==> src/common/xlate_pkg.sv <==
`default_nettype none

package xlate_pkg;

    typedef logic [31:0] vaddr_t;
    typedef logic [31:0] paddr_t;
    typedef logic [19:0] ppn_t;
    typedef logic [19:0] vppn_t;
    typedef logic [16:0] ptag_t;
    typedef logic [2:0]  vseg_t;
    typedef logic [1:0]  plv_t;
    typedef logic [1:0]  mat_t;
    typedef logic [4:0]  tlb_idx_t;
    typedef logic [5:0]  page_size_t;
    typedef logic [7:0]  apb_addr_t;
    typedef logic [31:0] apb_data_t;

    localparam int NUM_SEGS = 8;
    localparam page_size_t PS_4K = 6'd12;

    // from bit 0 up: plv, da, datm
    typedef struct packed {
        mat_t datm;
        logic da;
        plv_t plv;
    } crmd_t;

    // from bit 0 up: mat, pseg, vseg
    typedef struct packed {
        vseg_t vseg;
        vseg_t pseg;
        mat_t  mat;
    } dmw_t;

    typedef struct packed {
        crmd_t crmd;
        dmw_t  dmw0;
        dmw_t  dmw1;
    } csr_t;

    typedef struct packed {
        ppn_t ppn;
        logic v;
        logic d;
        mat_t mat;
        plv_t plv;
    } tlb_value_t;

    typedef struct packed {
        logic       e;
        vppn_t      vppn;
        tlb_value_t value;
    } tlb_entry_t;

    // dmw slots carry pseg in ppn[19:17]
    typedef struct packed {
        logic       dmw;
        logic       found;
        tlb_idx_t   index;
        page_size_t ps;
        tlb_value_t value;
    } tlb_s_resp_t;

    typedef enum logic [1:0] {
        FAULT_NONE = 2'd0,
        FAULT_TLBR = 2'd1,
        FAULT_PIL  = 2'd2,
        FAULT_PPI  = 2'd3
    } fault_e;

    typedef struct packed {
        paddr_t paddr;
        mat_t   mat;
        fault_e fault;
    } xlate_rsp_t;

    // apb register map
    localparam apb_addr_t REG_CRMD   = 8'h00;
    localparam apb_addr_t REG_DMW0   = 8'h04;
    localparam apb_addr_t REG_DMW1   = 8'h08;
    localparam apb_addr_t REG_TLBEHI = 8'h0C;
    localparam apb_addr_t REG_TLBELO = 8'h10;
    localparam apb_addr_t REG_TLBIDX = 8'h14;

    // exists bit of TLBIDX, index sits in the low bits
    localparam int TLBIDX_E_BIT = 31;

endpackage

`default_nettype wire

==> src/daddr_trans/daddr_trans.sv <==
`default_nettype none

module daddr_trans (
    input  logic                   clk,
    input  logic                   rst_n,
    input  logic                   valid_i,
    input  xlate_pkg::vaddr_t      vaddr_i,
    input  logic                   m1_stall_i,
    output logic                   ready_o,
    input  xlate_pkg::csr_t        csr_i,
    input  logic                   flush_trans_i,
    output logic                   tlb_req_valid_o,
    input  logic                   tlb_req_ready_i,
    input  xlate_pkg::tlb_s_resp_t tlb_resp_i,
    output logic                   m1_valid_o,
    output xlate_pkg::vaddr_t      m1_vaddr_o,
    output xlate_pkg::tlb_s_resp_t tlb_raw_result_o
);
    import xlate_pkg::*;

    typedef enum logic [3:0] {
        ST_NORMAL = 4'b0001,
        ST_DMW0   = 4'b0010,
        ST_DMW1   = 4'b0100,
        ST_TLB    = 4'b1000
    } fsm_e;

    logic [NUM_SEGS-1:0] slot_valid_q;
    logic [NUM_SEGS-1:0] slot_istlb_q;
    ptag_t               slot_tag_q [NUM_SEGS];
    tlb_s_resp_t         slot_resp_q [NUM_SEGS];

    fsm_e        fsm_q;
    fsm_e        fsm_d;
    logic        da_mode;
    vseg_t       ex_seg;
    logic        m1_valid_q;
    logic        m1_hit_q;
    logic        m1_istlb_q;
    logic        m1_tag_miss_q;
    vaddr_t      m1_vaddr_q;
    tlb_s_resp_t m1_result_q;
    logic        m1_miss;
    logic        slot_we;
    vseg_t       slot_idx;
    logic        slot_istlb;
    tlb_s_resp_t slot_resp;

    // window looks like a found, valid 4K page
    function automatic tlb_s_resp_t dmw_resp(input dmw_t dmw);
        tlb_s_resp_t r;
        r           = '0;
        r.dmw       = 1'b1;
        r.found     = 1'b1;
        r.ps        = PS_4K;
        r.value.ppn = {dmw.pseg, 17'b0};
        r.value.v   = 1'b1;
        r.value.d   = 1'b1;
        r.value.mat = dmw.mat;
        return r;
    endfunction

    assign da_mode = csr_i.crmd.da;
    assign ex_seg  = vaddr_i[31:29];

    always_ff @(posedge clk) begin
        if (!rst_n) begin
            m1_valid_q    <= 1'b0;
            m1_hit_q      <= 1'b1;
            m1_istlb_q    <= 1'b0;
            m1_tag_miss_q <= 1'b0;
        end else if (!m1_stall_i) begin
            m1_valid_q    <= valid_i;
            // bubbles and DA mode never miss
            m1_hit_q      <= slot_valid_q[ex_seg] || !valid_i || da_mode;
            m1_istlb_q    <= slot_istlb_q[ex_seg] && valid_i && !da_mode;
            m1_tag_miss_q <= slot_tag_q[ex_seg] != vaddr_i[28:12];
        end else if (m1_miss) begin
            m1_hit_q      <= tlb_req_ready_i;
            m1_istlb_q    <= tlb_req_ready_i;
            m1_tag_miss_q <= !tlb_req_ready_i;
        end
    end

    always_ff @(posedge clk) begin
        if (!m1_stall_i) begin
            m1_vaddr_q  <= vaddr_i;
            m1_result_q <= slot_resp_q[ex_seg];
        end else if (m1_miss && tlb_req_ready_i) begin
            m1_result_q <= tlb_resp_i;
        end
    end

    assign m1_miss = !m1_hit_q || (m1_istlb_q && m1_tag_miss_q);

    // refill fsm
    always_ff @(posedge clk) begin
        if (!rst_n) begin
            fsm_q <= ST_NORMAL;
        end else begin
            fsm_q <= fsm_d;
        end
    end

    always_comb begin
        fsm_d = fsm_q;
        if (flush_trans_i) begin
            fsm_d = ST_DMW0;
        end else begin
            case (fsm_q)
                ST_DMW0: fsm_d = ST_DMW1;
                ST_DMW1: fsm_d = ST_NORMAL;
                ST_TLB: begin
                    if (tlb_req_ready_i) begin
                        fsm_d = ST_NORMAL;
                    end
                end
                default: begin
                    if (m1_miss) begin
                        fsm_d = ST_TLB;
                    end
                end
            endcase
        end
    end

    always_comb begin
        slot_we    = 1'b0;
        slot_idx   = m1_vaddr_q[31:29];
        slot_istlb = 1'b0;
        slot_resp  = tlb_resp_i;
        case (fsm_q)
            ST_DMW0: begin
                slot_we   = 1'b1;
                slot_idx  = csr_i.dmw0.vseg;
                slot_resp = dmw_resp(csr_i.dmw0);
            end
            ST_DMW1: begin
                slot_we   = 1'b1;
                slot_idx  = csr_i.dmw1.vseg;
                slot_resp = dmw_resp(csr_i.dmw1);
            end
            ST_TLB: begin
                slot_we    = tlb_req_ready_i;
                slot_istlb = 1'b1;
            end
            default: ;
        endcase
    end

    always_ff @(posedge clk) begin
        if (!rst_n || flush_trans_i) begin
            slot_valid_q <= '0;
        end else if (slot_we) begin
            slot_valid_q[slot_idx] <= 1'b1;
        end
    end

    // tag only matters for tlb slots
    always_ff @(posedge clk) begin
        if (slot_we) begin
            slot_istlb_q[slot_idx] <= slot_istlb;
            slot_tag_q[slot_idx]   <= m1_vaddr_q[28:12];
            slot_resp_q[slot_idx]  <= slot_resp;
        end
    end

    assign ready_o          = !m1_miss;
    assign tlb_req_valid_o  = (fsm_q == ST_TLB);
    assign m1_valid_o       = m1_valid_q;
    assign m1_vaddr_o       = m1_vaddr_q;
    assign tlb_raw_result_o = m1_result_q;

endmodule

`default_nettype wire

==> src/verilog/daddr_result.sv <==
`default_nettype none

module daddr_result (
    input  logic                   clk,
    input  logic                   rst_n,
    input  logic                   m1_valid_i,
    input  logic                   m1_stall_i,
    input  xlate_pkg::vaddr_t      vaddr_i,
    input  xlate_pkg::tlb_s_resp_t tlb_resp_i,
    input  xlate_pkg::csr_t        csr_i,
    input  logic                   rsp_ready_i,
    output logic                   rsp_valid_o,
    output xlate_pkg::xlate_rsp_t  rsp_o,
    output logic                   full_o
);
    import xlate_pkg::*;

    logic       rsp_valid_q;
    xlate_rsp_t rsp_q;
    xlate_rsp_t rsp_d;
    logic       load;

    assign load = m1_valid_i && !m1_stall_i;

    always_comb begin
        rsp_d.fault = FAULT_NONE;
        if (csr_i.crmd.da) begin
            rsp_d.paddr = vaddr_i;
            rsp_d.mat   = csr_i.crmd.datm;
        end else if (tlb_resp_i.dmw) begin
            rsp_d.paddr = {tlb_resp_i.value.ppn[19:17], vaddr_i[28:0]};
            rsp_d.mat   = tlb_resp_i.value.mat;
        end else begin
            rsp_d.paddr = {tlb_resp_i.value.ppn, vaddr_i[11:0]};
            rsp_d.mat   = tlb_resp_i.value.mat;
            // page checks, most severe first
            if (!tlb_resp_i.found) begin
                rsp_d.fault = FAULT_TLBR;
            end else if (!tlb_resp_i.value.v) begin
                rsp_d.fault = FAULT_PIL;
            end else if (csr_i.crmd.plv > tlb_resp_i.value.plv) begin
                rsp_d.fault = FAULT_PPI;
            end
        end
    end

    always_ff @(posedge clk) begin
        if (!rst_n) begin
            rsp_valid_q <= 1'b0;
        end else if (!rsp_valid_q || rsp_ready_i) begin
            rsp_valid_q <= load;
        end
    end

    always_ff @(posedge clk) begin
        if (load) begin
            rsp_q <= rsp_d;
        end
    end

    assign rsp_valid_o = rsp_valid_q;
    assign rsp_o       = rsp_q;
    assign full_o      = rsp_valid_q;

endmodule

`default_nettype wire

==> src/verilog/daddr_xlate_top.sv <==
`default_nettype none

module daddr_xlate_top #(
    parameter int TLB_ENTRIES = 8
) (
    input  logic                  clk,
    input  logic                  rst_n,
    input  logic                  psel_i,
    input  logic                  penable_i,
    input  logic                  pwrite_i,
    input  xlate_pkg::apb_addr_t  paddr_i,
    input  xlate_pkg::apb_data_t  pwdata_i,
    output xlate_pkg::apb_data_t  prdata_o,
    output logic                  pready_o,
    output logic                  pslverr_o,
    input  logic                  req_valid_i,
    input  xlate_pkg::vaddr_t     req_vaddr_i,
    output logic                  req_ready_o,
    output logic                  rsp_valid_o,
    output xlate_pkg::xlate_rsp_t rsp_o,
    input  logic                  rsp_ready_i
);
    import xlate_pkg::*;

    csr_t        csr;
    logic        flush_trans;
    logic        tlb_we;
    tlb_idx_t    tlb_widx;
    tlb_entry_t  tlb_wentry;
    logic        tlb_req_valid;
    logic        tlb_req_ready;
    tlb_s_resp_t tlb_resp;
    logic        m1_valid;
    vaddr_t      m1_vaddr;
    tlb_s_resp_t m1_resp;
    logic        m1_ready;
    logic        rsp_full;
    logic        m1_stall;

    // hold M1 on a refill or on a response not yet taken
    assign m1_stall    = !m1_ready || (rsp_full && !rsp_ready_i);
    assign req_ready_o = !m1_stall;

    xlate_csr_apb i_xlate_csr_apb (
        .clk          (clk),
        .rst_n        (rst_n),
        .psel_i       (psel_i),
        .penable_i    (penable_i),
        .pwrite_i     (pwrite_i),
        .paddr_i      (paddr_i),
        .pwdata_i     (pwdata_i),
        .prdata_o     (prdata_o),
        .pready_o     (pready_o),
        .pslverr_o    (pslverr_o),
        .csr_o        (csr),
        .flush_trans_o(flush_trans),
        .tlb_we_o     (tlb_we),
        .tlb_widx_o   (tlb_widx),
        .tlb_wentry_o (tlb_wentry)
    );

    daddr_trans i_daddr_trans (
        .clk             (clk),
        .rst_n           (rst_n),
        .valid_i         (req_valid_i),
        .vaddr_i         (req_vaddr_i),
        .m1_stall_i      (m1_stall),
        .ready_o         (m1_ready),
        .csr_i           (csr),
        .flush_trans_i   (flush_trans),
        .tlb_req_valid_o (tlb_req_valid),
        .tlb_req_ready_i (tlb_req_ready),
        .tlb_resp_i      (tlb_resp),
        .m1_valid_o      (m1_valid),
        .m1_vaddr_o      (m1_vaddr),
        .tlb_raw_result_o(m1_resp)
    );

    tlb_lookup #(
        .TLB_ENTRIES(TLB_ENTRIES)
    ) i_tlb_lookup (
        .clk        (clk),
        .rst_n      (rst_n),
        .we_i       (tlb_we),
        .widx_i     (tlb_widx),
        .wentry_i   (tlb_wentry),
        .req_valid_i(tlb_req_valid),
        .req_vppn_i (m1_vaddr[31:12]),
        .req_ready_o(tlb_req_ready),
        .resp_o     (tlb_resp)
    );

    daddr_result i_daddr_result (
        .clk        (clk),
        .rst_n      (rst_n),
        .m1_valid_i (m1_valid),
        .m1_stall_i (m1_stall),
        .vaddr_i    (m1_vaddr),
        .tlb_resp_i (m1_resp),
        .csr_i      (csr),
        .rsp_ready_i(rsp_ready_i),
        .rsp_valid_o(rsp_valid_o),
        .rsp_o      (rsp_o),
        .full_o     (rsp_full)
    );

endmodule

`default_nettype wire

==> src/verilog/tlb_lookup.sv <==
`default_nettype none

module tlb_lookup #(
    parameter int TLB_ENTRIES = 8
) (
    input  logic                   clk,
    input  logic                   rst_n,
    input  logic                   we_i,
    input  xlate_pkg::tlb_idx_t    widx_i,
    input  xlate_pkg::tlb_entry_t  wentry_i,
    input  logic                   req_valid_i,
    input  xlate_pkg::vppn_t       req_vppn_i,
    output logic                   req_ready_o,
    output xlate_pkg::tlb_s_resp_t resp_o
);
    import xlate_pkg::*;

    localparam int IW = $clog2(TLB_ENTRIES);

    tlb_entry_t  entries_q [TLB_ENTRIES];
    logic        hit;
    tlb_idx_t    hit_idx;
    tlb_value_t  hit_value;
    logic        ready_q;
    tlb_s_resp_t resp_q;

    // out-of-range index writes are dropped
    always_ff @(posedge clk) begin
        if (!rst_n) begin
            for (int i = 0; i < TLB_ENTRIES; i++) begin
                entries_q[i].e <= 1'b0;
            end
        end else if (we_i && int'(widx_i) < TLB_ENTRIES) begin
            entries_q[widx_i[IW-1:0]] <= wentry_i;
        end
    end

    // walk downward so the lowest match wins
    always_comb begin
        hit       = 1'b0;
        hit_idx   = '0;
        hit_value = '0;
        for (int i = TLB_ENTRIES - 1; i >= 0; i--) begin
            if (entries_q[i].e && entries_q[i].vppn == req_vppn_i) begin
                hit       = 1'b1;
                hit_idx   = tlb_idx_t'(i);
                hit_value = entries_q[i].value;
            end
        end
    end

    // one strobe per request, no accept while answering
    always_ff @(posedge clk) begin
        if (!rst_n) begin
            ready_q <= 1'b0;
        end else begin
            ready_q <= req_valid_i && !ready_q;
        end
    end

    always_ff @(posedge clk) begin
        if (req_valid_i && !ready_q) begin
            resp_q.dmw   <= 1'b0;
            resp_q.found <= hit;
            resp_q.index <= hit_idx;
            resp_q.ps    <= PS_4K;
            resp_q.value <= hit_value;
        end
    end

    assign req_ready_o = ready_q;
    assign resp_o      = resp_q;

endmodule

`default_nettype wire

==> src/verilog/xlate_csr_apb.sv <==
`default_nettype none

module xlate_csr_apb (
    input  logic                  clk,
    input  logic                  rst_n,
    input  logic                  psel_i,
    input  logic                  penable_i,
    input  logic                  pwrite_i,
    input  xlate_pkg::apb_addr_t  paddr_i,
    input  xlate_pkg::apb_data_t  pwdata_i,
    output xlate_pkg::apb_data_t  prdata_o,
    output logic                  pready_o,
    output logic                  pslverr_o,
    output xlate_pkg::csr_t       csr_o,
    output logic                  flush_trans_o,
    output logic                  tlb_we_o,
    output xlate_pkg::tlb_idx_t   tlb_widx_o,
    output xlate_pkg::tlb_entry_t tlb_wentry_o
);
    import xlate_pkg::*;

    csr_t       csr_q;
    vppn_t      tlbehi_q;
    tlb_value_t tlbelo_q;
    logic       tlbidx_e_q;
    tlb_idx_t   tlbidx_q;
    logic       flush_q;
    logic       tlb_we_q;
    logic       access;
    logic       wr_en;
    logic       mapped;

    assign access = psel_i && penable_i;
    assign wr_en  = access && pwrite_i;

    always_comb begin
        mapped   = 1'b1;
        prdata_o = '0;
        case (paddr_i)
            REG_CRMD:   prdata_o[$bits(crmd_t)-1:0] = csr_q.crmd;
            REG_DMW0:   prdata_o[$bits(dmw_t)-1:0] = csr_q.dmw0;
            REG_DMW1:   prdata_o[$bits(dmw_t)-1:0] = csr_q.dmw1;
            REG_TLBEHI: prdata_o[31:12] = tlbehi_q;
            REG_TLBELO: prdata_o[$bits(tlb_value_t)-1:0] = tlbelo_q;
            REG_TLBIDX: begin
                prdata_o[TLBIDX_E_BIT] = tlbidx_e_q;
                prdata_o[$bits(tlb_idx_t)-1:0] = tlbidx_q;
            end
            default:    mapped = 1'b0;
        endcase
    end

    // no wait states
    assign pready_o  = 1'b1;
    assign pslverr_o = access && !mapped;

    always_ff @(posedge clk) begin
        if (!rst_n) begin
            csr_q <= '0;
        end else if (wr_en) begin
            case (paddr_i)
                REG_CRMD: csr_q.crmd <= pwdata_i[$bits(crmd_t)-1:0];
                REG_DMW0: csr_q.dmw0 <= pwdata_i[$bits(dmw_t)-1:0];
                REG_DMW1: csr_q.dmw1 <= pwdata_i[$bits(dmw_t)-1:0];
                default:  ;
            endcase
        end
    end

    // tlb staging
    always_ff @(posedge clk) begin
        if (wr_en) begin
            case (paddr_i)
                REG_TLBEHI: tlbehi_q <= pwdata_i[31:12];
                REG_TLBELO: tlbelo_q <= pwdata_i[$bits(tlb_value_t)-1:0];
                REG_TLBIDX: begin
                    tlbidx_e_q <= pwdata_i[TLBIDX_E_BIT];
                    tlbidx_q   <= pwdata_i[$bits(tlb_idx_t)-1:0];
                end
                default:    ;
            endcase
        end
    end

    // both pulses land the cycle after the write
    always_ff @(posedge clk) begin
        if (!rst_n) begin
            flush_q  <= 1'b0;
            tlb_we_q <= 1'b0;
        end else begin
            tlb_we_q <= wr_en && (paddr_i == REG_TLBIDX);
            flush_q  <= wr_en && (paddr_i inside {REG_CRMD, REG_DMW0, REG_DMW1, REG_TLBIDX});
        end
    end

    assign csr_o         = csr_q;
    assign flush_trans_o = flush_q;
    assign tlb_we_o      = tlb_we_q;
    assign tlb_widx_o    = tlbidx_q;
    assign tlb_wentry_o  = '{e: tlbidx_e_q, vppn: tlbehi_q, value: tlbelo_q};

endmodule

`default_nettype wire
==> config.mk <==
export PLATFORM = sky130hd
export DESIGN_NAME = daddr_xlate_top
export DESIGN_NICKNAME = d
export VERILOG_FILES = /design/src/common/xlate_pkg.sv /design/src/daddr_trans/daddr_trans.sv /design/src/verilog/daddr_result.sv /design/src/verilog/daddr_xlate_top.sv /design/src/verilog/tlb_lookup.sv /design/src/verilog/xlate_csr_apb.sv
export SDC_FILE = /design/constraint.sdc
export NUM_CORES = 1
export LEC_CHECK = 0
export BUFFER_PORTS_ARGS = -buffer_cell sky130_fd_sc_hd__buf_2
export CORE_MARGIN = 2
export CORE_UTILIZATION = 59
export DETAILED_ROUTE_END_ITERATION = 6
export PLACE_DENSITY = 0.84
export SLEW_MARGIN = 10
export SYNTH_ARGS = -nofsm -noshare
export SYNTH_HDL_FRONTEND = slang
export SYNTH_SLANG_ARGS = --single-unit
==> constraint.sdc <==
create_clock -name clk -period 7.5 [get_ports clk]
set_input_delay 0.75 -clock clk [delete_from_list [all_inputs] [get_ports clk]]
set_output_delay 0.75 -clock clk [all_outputs]
set_load 0.1 [all_outputs]
==> results by group <==
Yosys
  • Ys Warns: 0
  • Seq/Total Area, Yosys: 74.2%
  • Compound-Gate Fraction of Synth Area: 5.00%
  • Post-synth EDFFs: 893
  • Seq cells post-synth: 942
  • Post-Syn Area per Cell: 17.0 sq um
  • Async set or reset register ratio after synthesis: 0%
  • XOR/XNOR share of the synthesized area: 4.14%
  • Syn Nets: 2287
  • Leading post-synthesis cells by cell area: edfxtp_1 72%, mux4_2 5.6%, xor2_1 2.8%, dfxtp_1 2.6%, mux2i_1 1.5%
  • Mapped Area: 0.0375 sq mm
  • Cell taking the most area after synthesis: edfxtp_1
  • Post-Synthesis Cells: 2206
  • Largest family of logic cells by synthesized area: multiplexers
  • Post-synthesis cell type count: 59
  • Mux contribution to synthesized area: 7.78%
  • Top_reg_cell synth: edfxtp_1
  • Post-Synth Simple-Gate Area: 6.83%
  • Post-synth top area share: 71.6%
  • Adder-Cell Fraction of Synth Area: 0.0668%

Route
  • Via-per-instance ratio: 6.60
  • Iter 0 DRT Violations: 3191
  • DRC viols: 0
  • DR WL/cell: 28.7 microns
  • Routed Antenna Nets: 0
  • Final WL: 94400 microns
  • Vias: 21700
  • Router iterations before antenna repair: 6

Worst setup path
  • Startpoint types: input pin
  • R2R Path End: i_tlb_lookup.resp_o[13]
  • CP Data Required Time: 6.75 ns
  • CP arrival: 3.59 ns
  • Kind of critical path: in -> out
  • Worst r2r path cells: 8
  • CP endpoint kind: output pin
  • R2R Path Start: i_daddr_trans.m1_vaddr_o[16]
  • Crit Path Max Fanout: 19
  • R2R setup slack: 3.34 ns

Layout
  • Layout area overhead: 11.8%
  • Layout cells sized above 1: 20.0%
  • Commonest non-fill, non-tap cell in the layout: edfxtp_1
  • Fin nets: 2445
  • Post-layout instance area: 0.0419 sq mm
  • Fillers: 3868
  • Most frequent cells in the layout: 893 x edfxtp_1, 146 x buf_2, 138 x nand2_1

Clock network
  • Hold_buf cts: 0
  • Num CTS Buffers: 88
  • Clk sinks: 942
  • H-Tree Level Count: 3
  • Post-CTS Setup Bufs: 0
  • # resized after CTS: 0
  • CTS tree: built
  • Clock slew at reported path FFs: 0.06 ns
  • Clock root cell: clkbuf_16
  • Clock Tree Buf Depth: 3
  • Clk_lat worst skew: 0.65 ns

Worst hold path
  • Worst hold start: pwdata_i[27]
  • Hold path endpoint: i_xlate_csr_apb.tlbehi_q[15]
  • Hold WC Path Type: in -> reg
  • Worst Hold Depth: 1

Power and ir drop
  • VDD IR-drop max: 206 uV
  • Leak: 13.8 nW
  • Cell Pwr Density: 263 mW/mm^2

Global routing
  • Initial antenna violation count: 0
  • Grt ovf: 0
  • Global Route met1 Usage: 37.6%
  • Vias in the first global route: 21900
  • Tot GR Track Use: 28.7%
  • Layer with the highest usage: met2
  • M3 GR Usage: 5.06%
  • First-pass GRT wire length: 139000 microns
  • Met2 Resource Use GR: 48.1%
  • Largest net degree at the start of global routing: 60

Floorplanning
  • Die Ht: 256 microns
  • Die width: 256 microns
  • Row count: 92
  • Initial core utilization: 59.5%
  • Core ar.: 0.0630 sq mm
  • I/O pins: 151
  • Die ar.: 0.0655 sq mm

Job
  • MaxCap Viol Count: 0

STA
  • Fin crit share: 57.9%
  • Worst-Margin Slew: 1.39 ns
  • Setup TNS: 0 ns
  • Endpoints failing setup: 0
  • Worst Skew: 0.0367 ns
  • Final hold violation count: 0
  • Pins Over Slew Limit: 0
  • Hold Slack: 0.286 ns
  • Rel. slew slack: 7.04%
  • Unrepaired setup endpoints after global routing: false
  • Fin crit period: 4.34 ns
  • Fmax: 0.230 GHz

Placement
  • IO Port Bufs: 149
  • Hpwl dp: 52400 microns
  • Final GP Congestion: 0.892
  • Placed cell area: 0.0392 sq mm

Run status
  • Status: finished, final reports clean
## power by group
group | total, mW | internal (mW) | switching (mW)
Combinational | 0.849 | 0.245 | 0.604
Clock | 4.22 | 2.34 | 1.88
Sequential | 5.94 | 5.87 | 0.0681
Total | 11.0 | 8.46 | 2.55
## sequential cells by signal, summed over array words and instances (netlist names), 8 cells and up
register                        cells
i_daddr_result.rsp_o               36
i_tlb_lookup.resp_o                26
i_daddr_trans.slot_tag_q          136
i_daddr_trans.tlb_raw_result_o     27
i_daddr_trans.slot_resp_q         216
i_tlb_lookup.entries_q            368
i_daddr_trans.m1_vaddr_o           32
i_xlate_csr_apb.tlbehi_q           20
i_xlate_csr_apb.csr_o              21
i_xlate_csr_apb.tlb_wentry_o       26
i_daddr_trans.slot_istlb_q          8
i_daddr_trans.slot_valid_q          8
## cells by family (layout without fill, tap and decap cells)
group | Yosys count | in the layout
flip-flops | 942 | 942
AND/OR/NAND/NOR | 507 | 507
AO/OA/AOI/OAI | 257 | 257
XOR/XNOR | 177 | 177
multiplexers | 172 | 172
buffers and inverters | 148 | 377
adder cells (fa/ha/maj) | 2 | 2
other | 1 | 3
## Yosys cell counts, types with 2 or more instances
library cell,count
and2_1,34
o21a_1,8
o311ai_0,4
xnor2_1,58
nor4_2,4
or3_1,4
xor2_1,119
nand2b_1,10
dfxtp_1,49
a21boi_0,10
and3_1,14
a31oi_1,5
nand3b_1,2
o21ai_0,44
nand2_1,139
inv_1,10
o311ai_1,20
o2111ai_1,2
nor2b_1,19
nor3_1,41
nor4b_1,2
nor2_1,79
mux2_2,23
nor4_1,21
clkbuf_1,66
edfxtp_1,893
nand4_1,19
o311a_1,26
mux4_2,93
buf_1,9
a22oi_1,18
ha_1,2
buf_4,17
o22ai_1,24
nor4_4,2
buf_6,9
a21oi_1,30
mux2i_1,56
or2_1,2
buf_2,37
a22o_1,38
o211ai_1,23
nand3_1,105
## critical path: stages
cell and delay (ns):
buf_2 0.10, or4_4 0.56, nor3_1 0.53, and2_1 0.85, a22oi_1 0.23, o21ai_0 0.12, buf_2 0.45
## through the flow
stage                     util (%)  power [mW]  setup slack [ns]  cells
after detailed placement      62.2        6.89              3.21   3120
final                         66.5        11.0              3.16   3283
after global routing          66.5        11.3              3.03   3281
after global placement        62.2        6.86              3.33   3120
after CTS                     66.5        11.0              3.20   3281
after floorplan                  -        6.60              2.33   2206
## how the worst max path moves through the flow
stage	from	end	cells past startpoint
floorplan	i_daddr_trans.fsm_q[1]	i_daddr_trans.slot_istlb_q[4]	6
global placement	paddr_i[0]	prdata_o[4]	7
detailed placement	paddr_i[0]	prdata_o[4]	7
CTS	paddr_i[0]	prdata_o[4]	7
global route	paddr_i[0]	prdata_o[4]	7
finish	paddr_i[0]	prdata_o[4]	7
## layer usage
layer	wire length, microns	up-vias
met1	33300	10900
met4	3680	0
met3	10300	281
met5	0	-
met2	47100	1606
li1	-	8934
## area by class of cell
type / instances / area, sq um / share of cell area (%)
diodes: 2 / 5.00 / 0.0120
clock buffers: 117 / 2410 / 5.77
clock inverters: 44 / 290 / 0.693
inverters: 10 / 37.5 / 0.0897
multi-input cells: 1116 / 9070 / 21.7
flip-flops and latches: 942 / 27800 / 66.4
well taps: 846 / 1060 / 2.53
repair buffers: 206 / 1180 / 2.83
No activity file was read; power rests on OpenSTA's default activity.
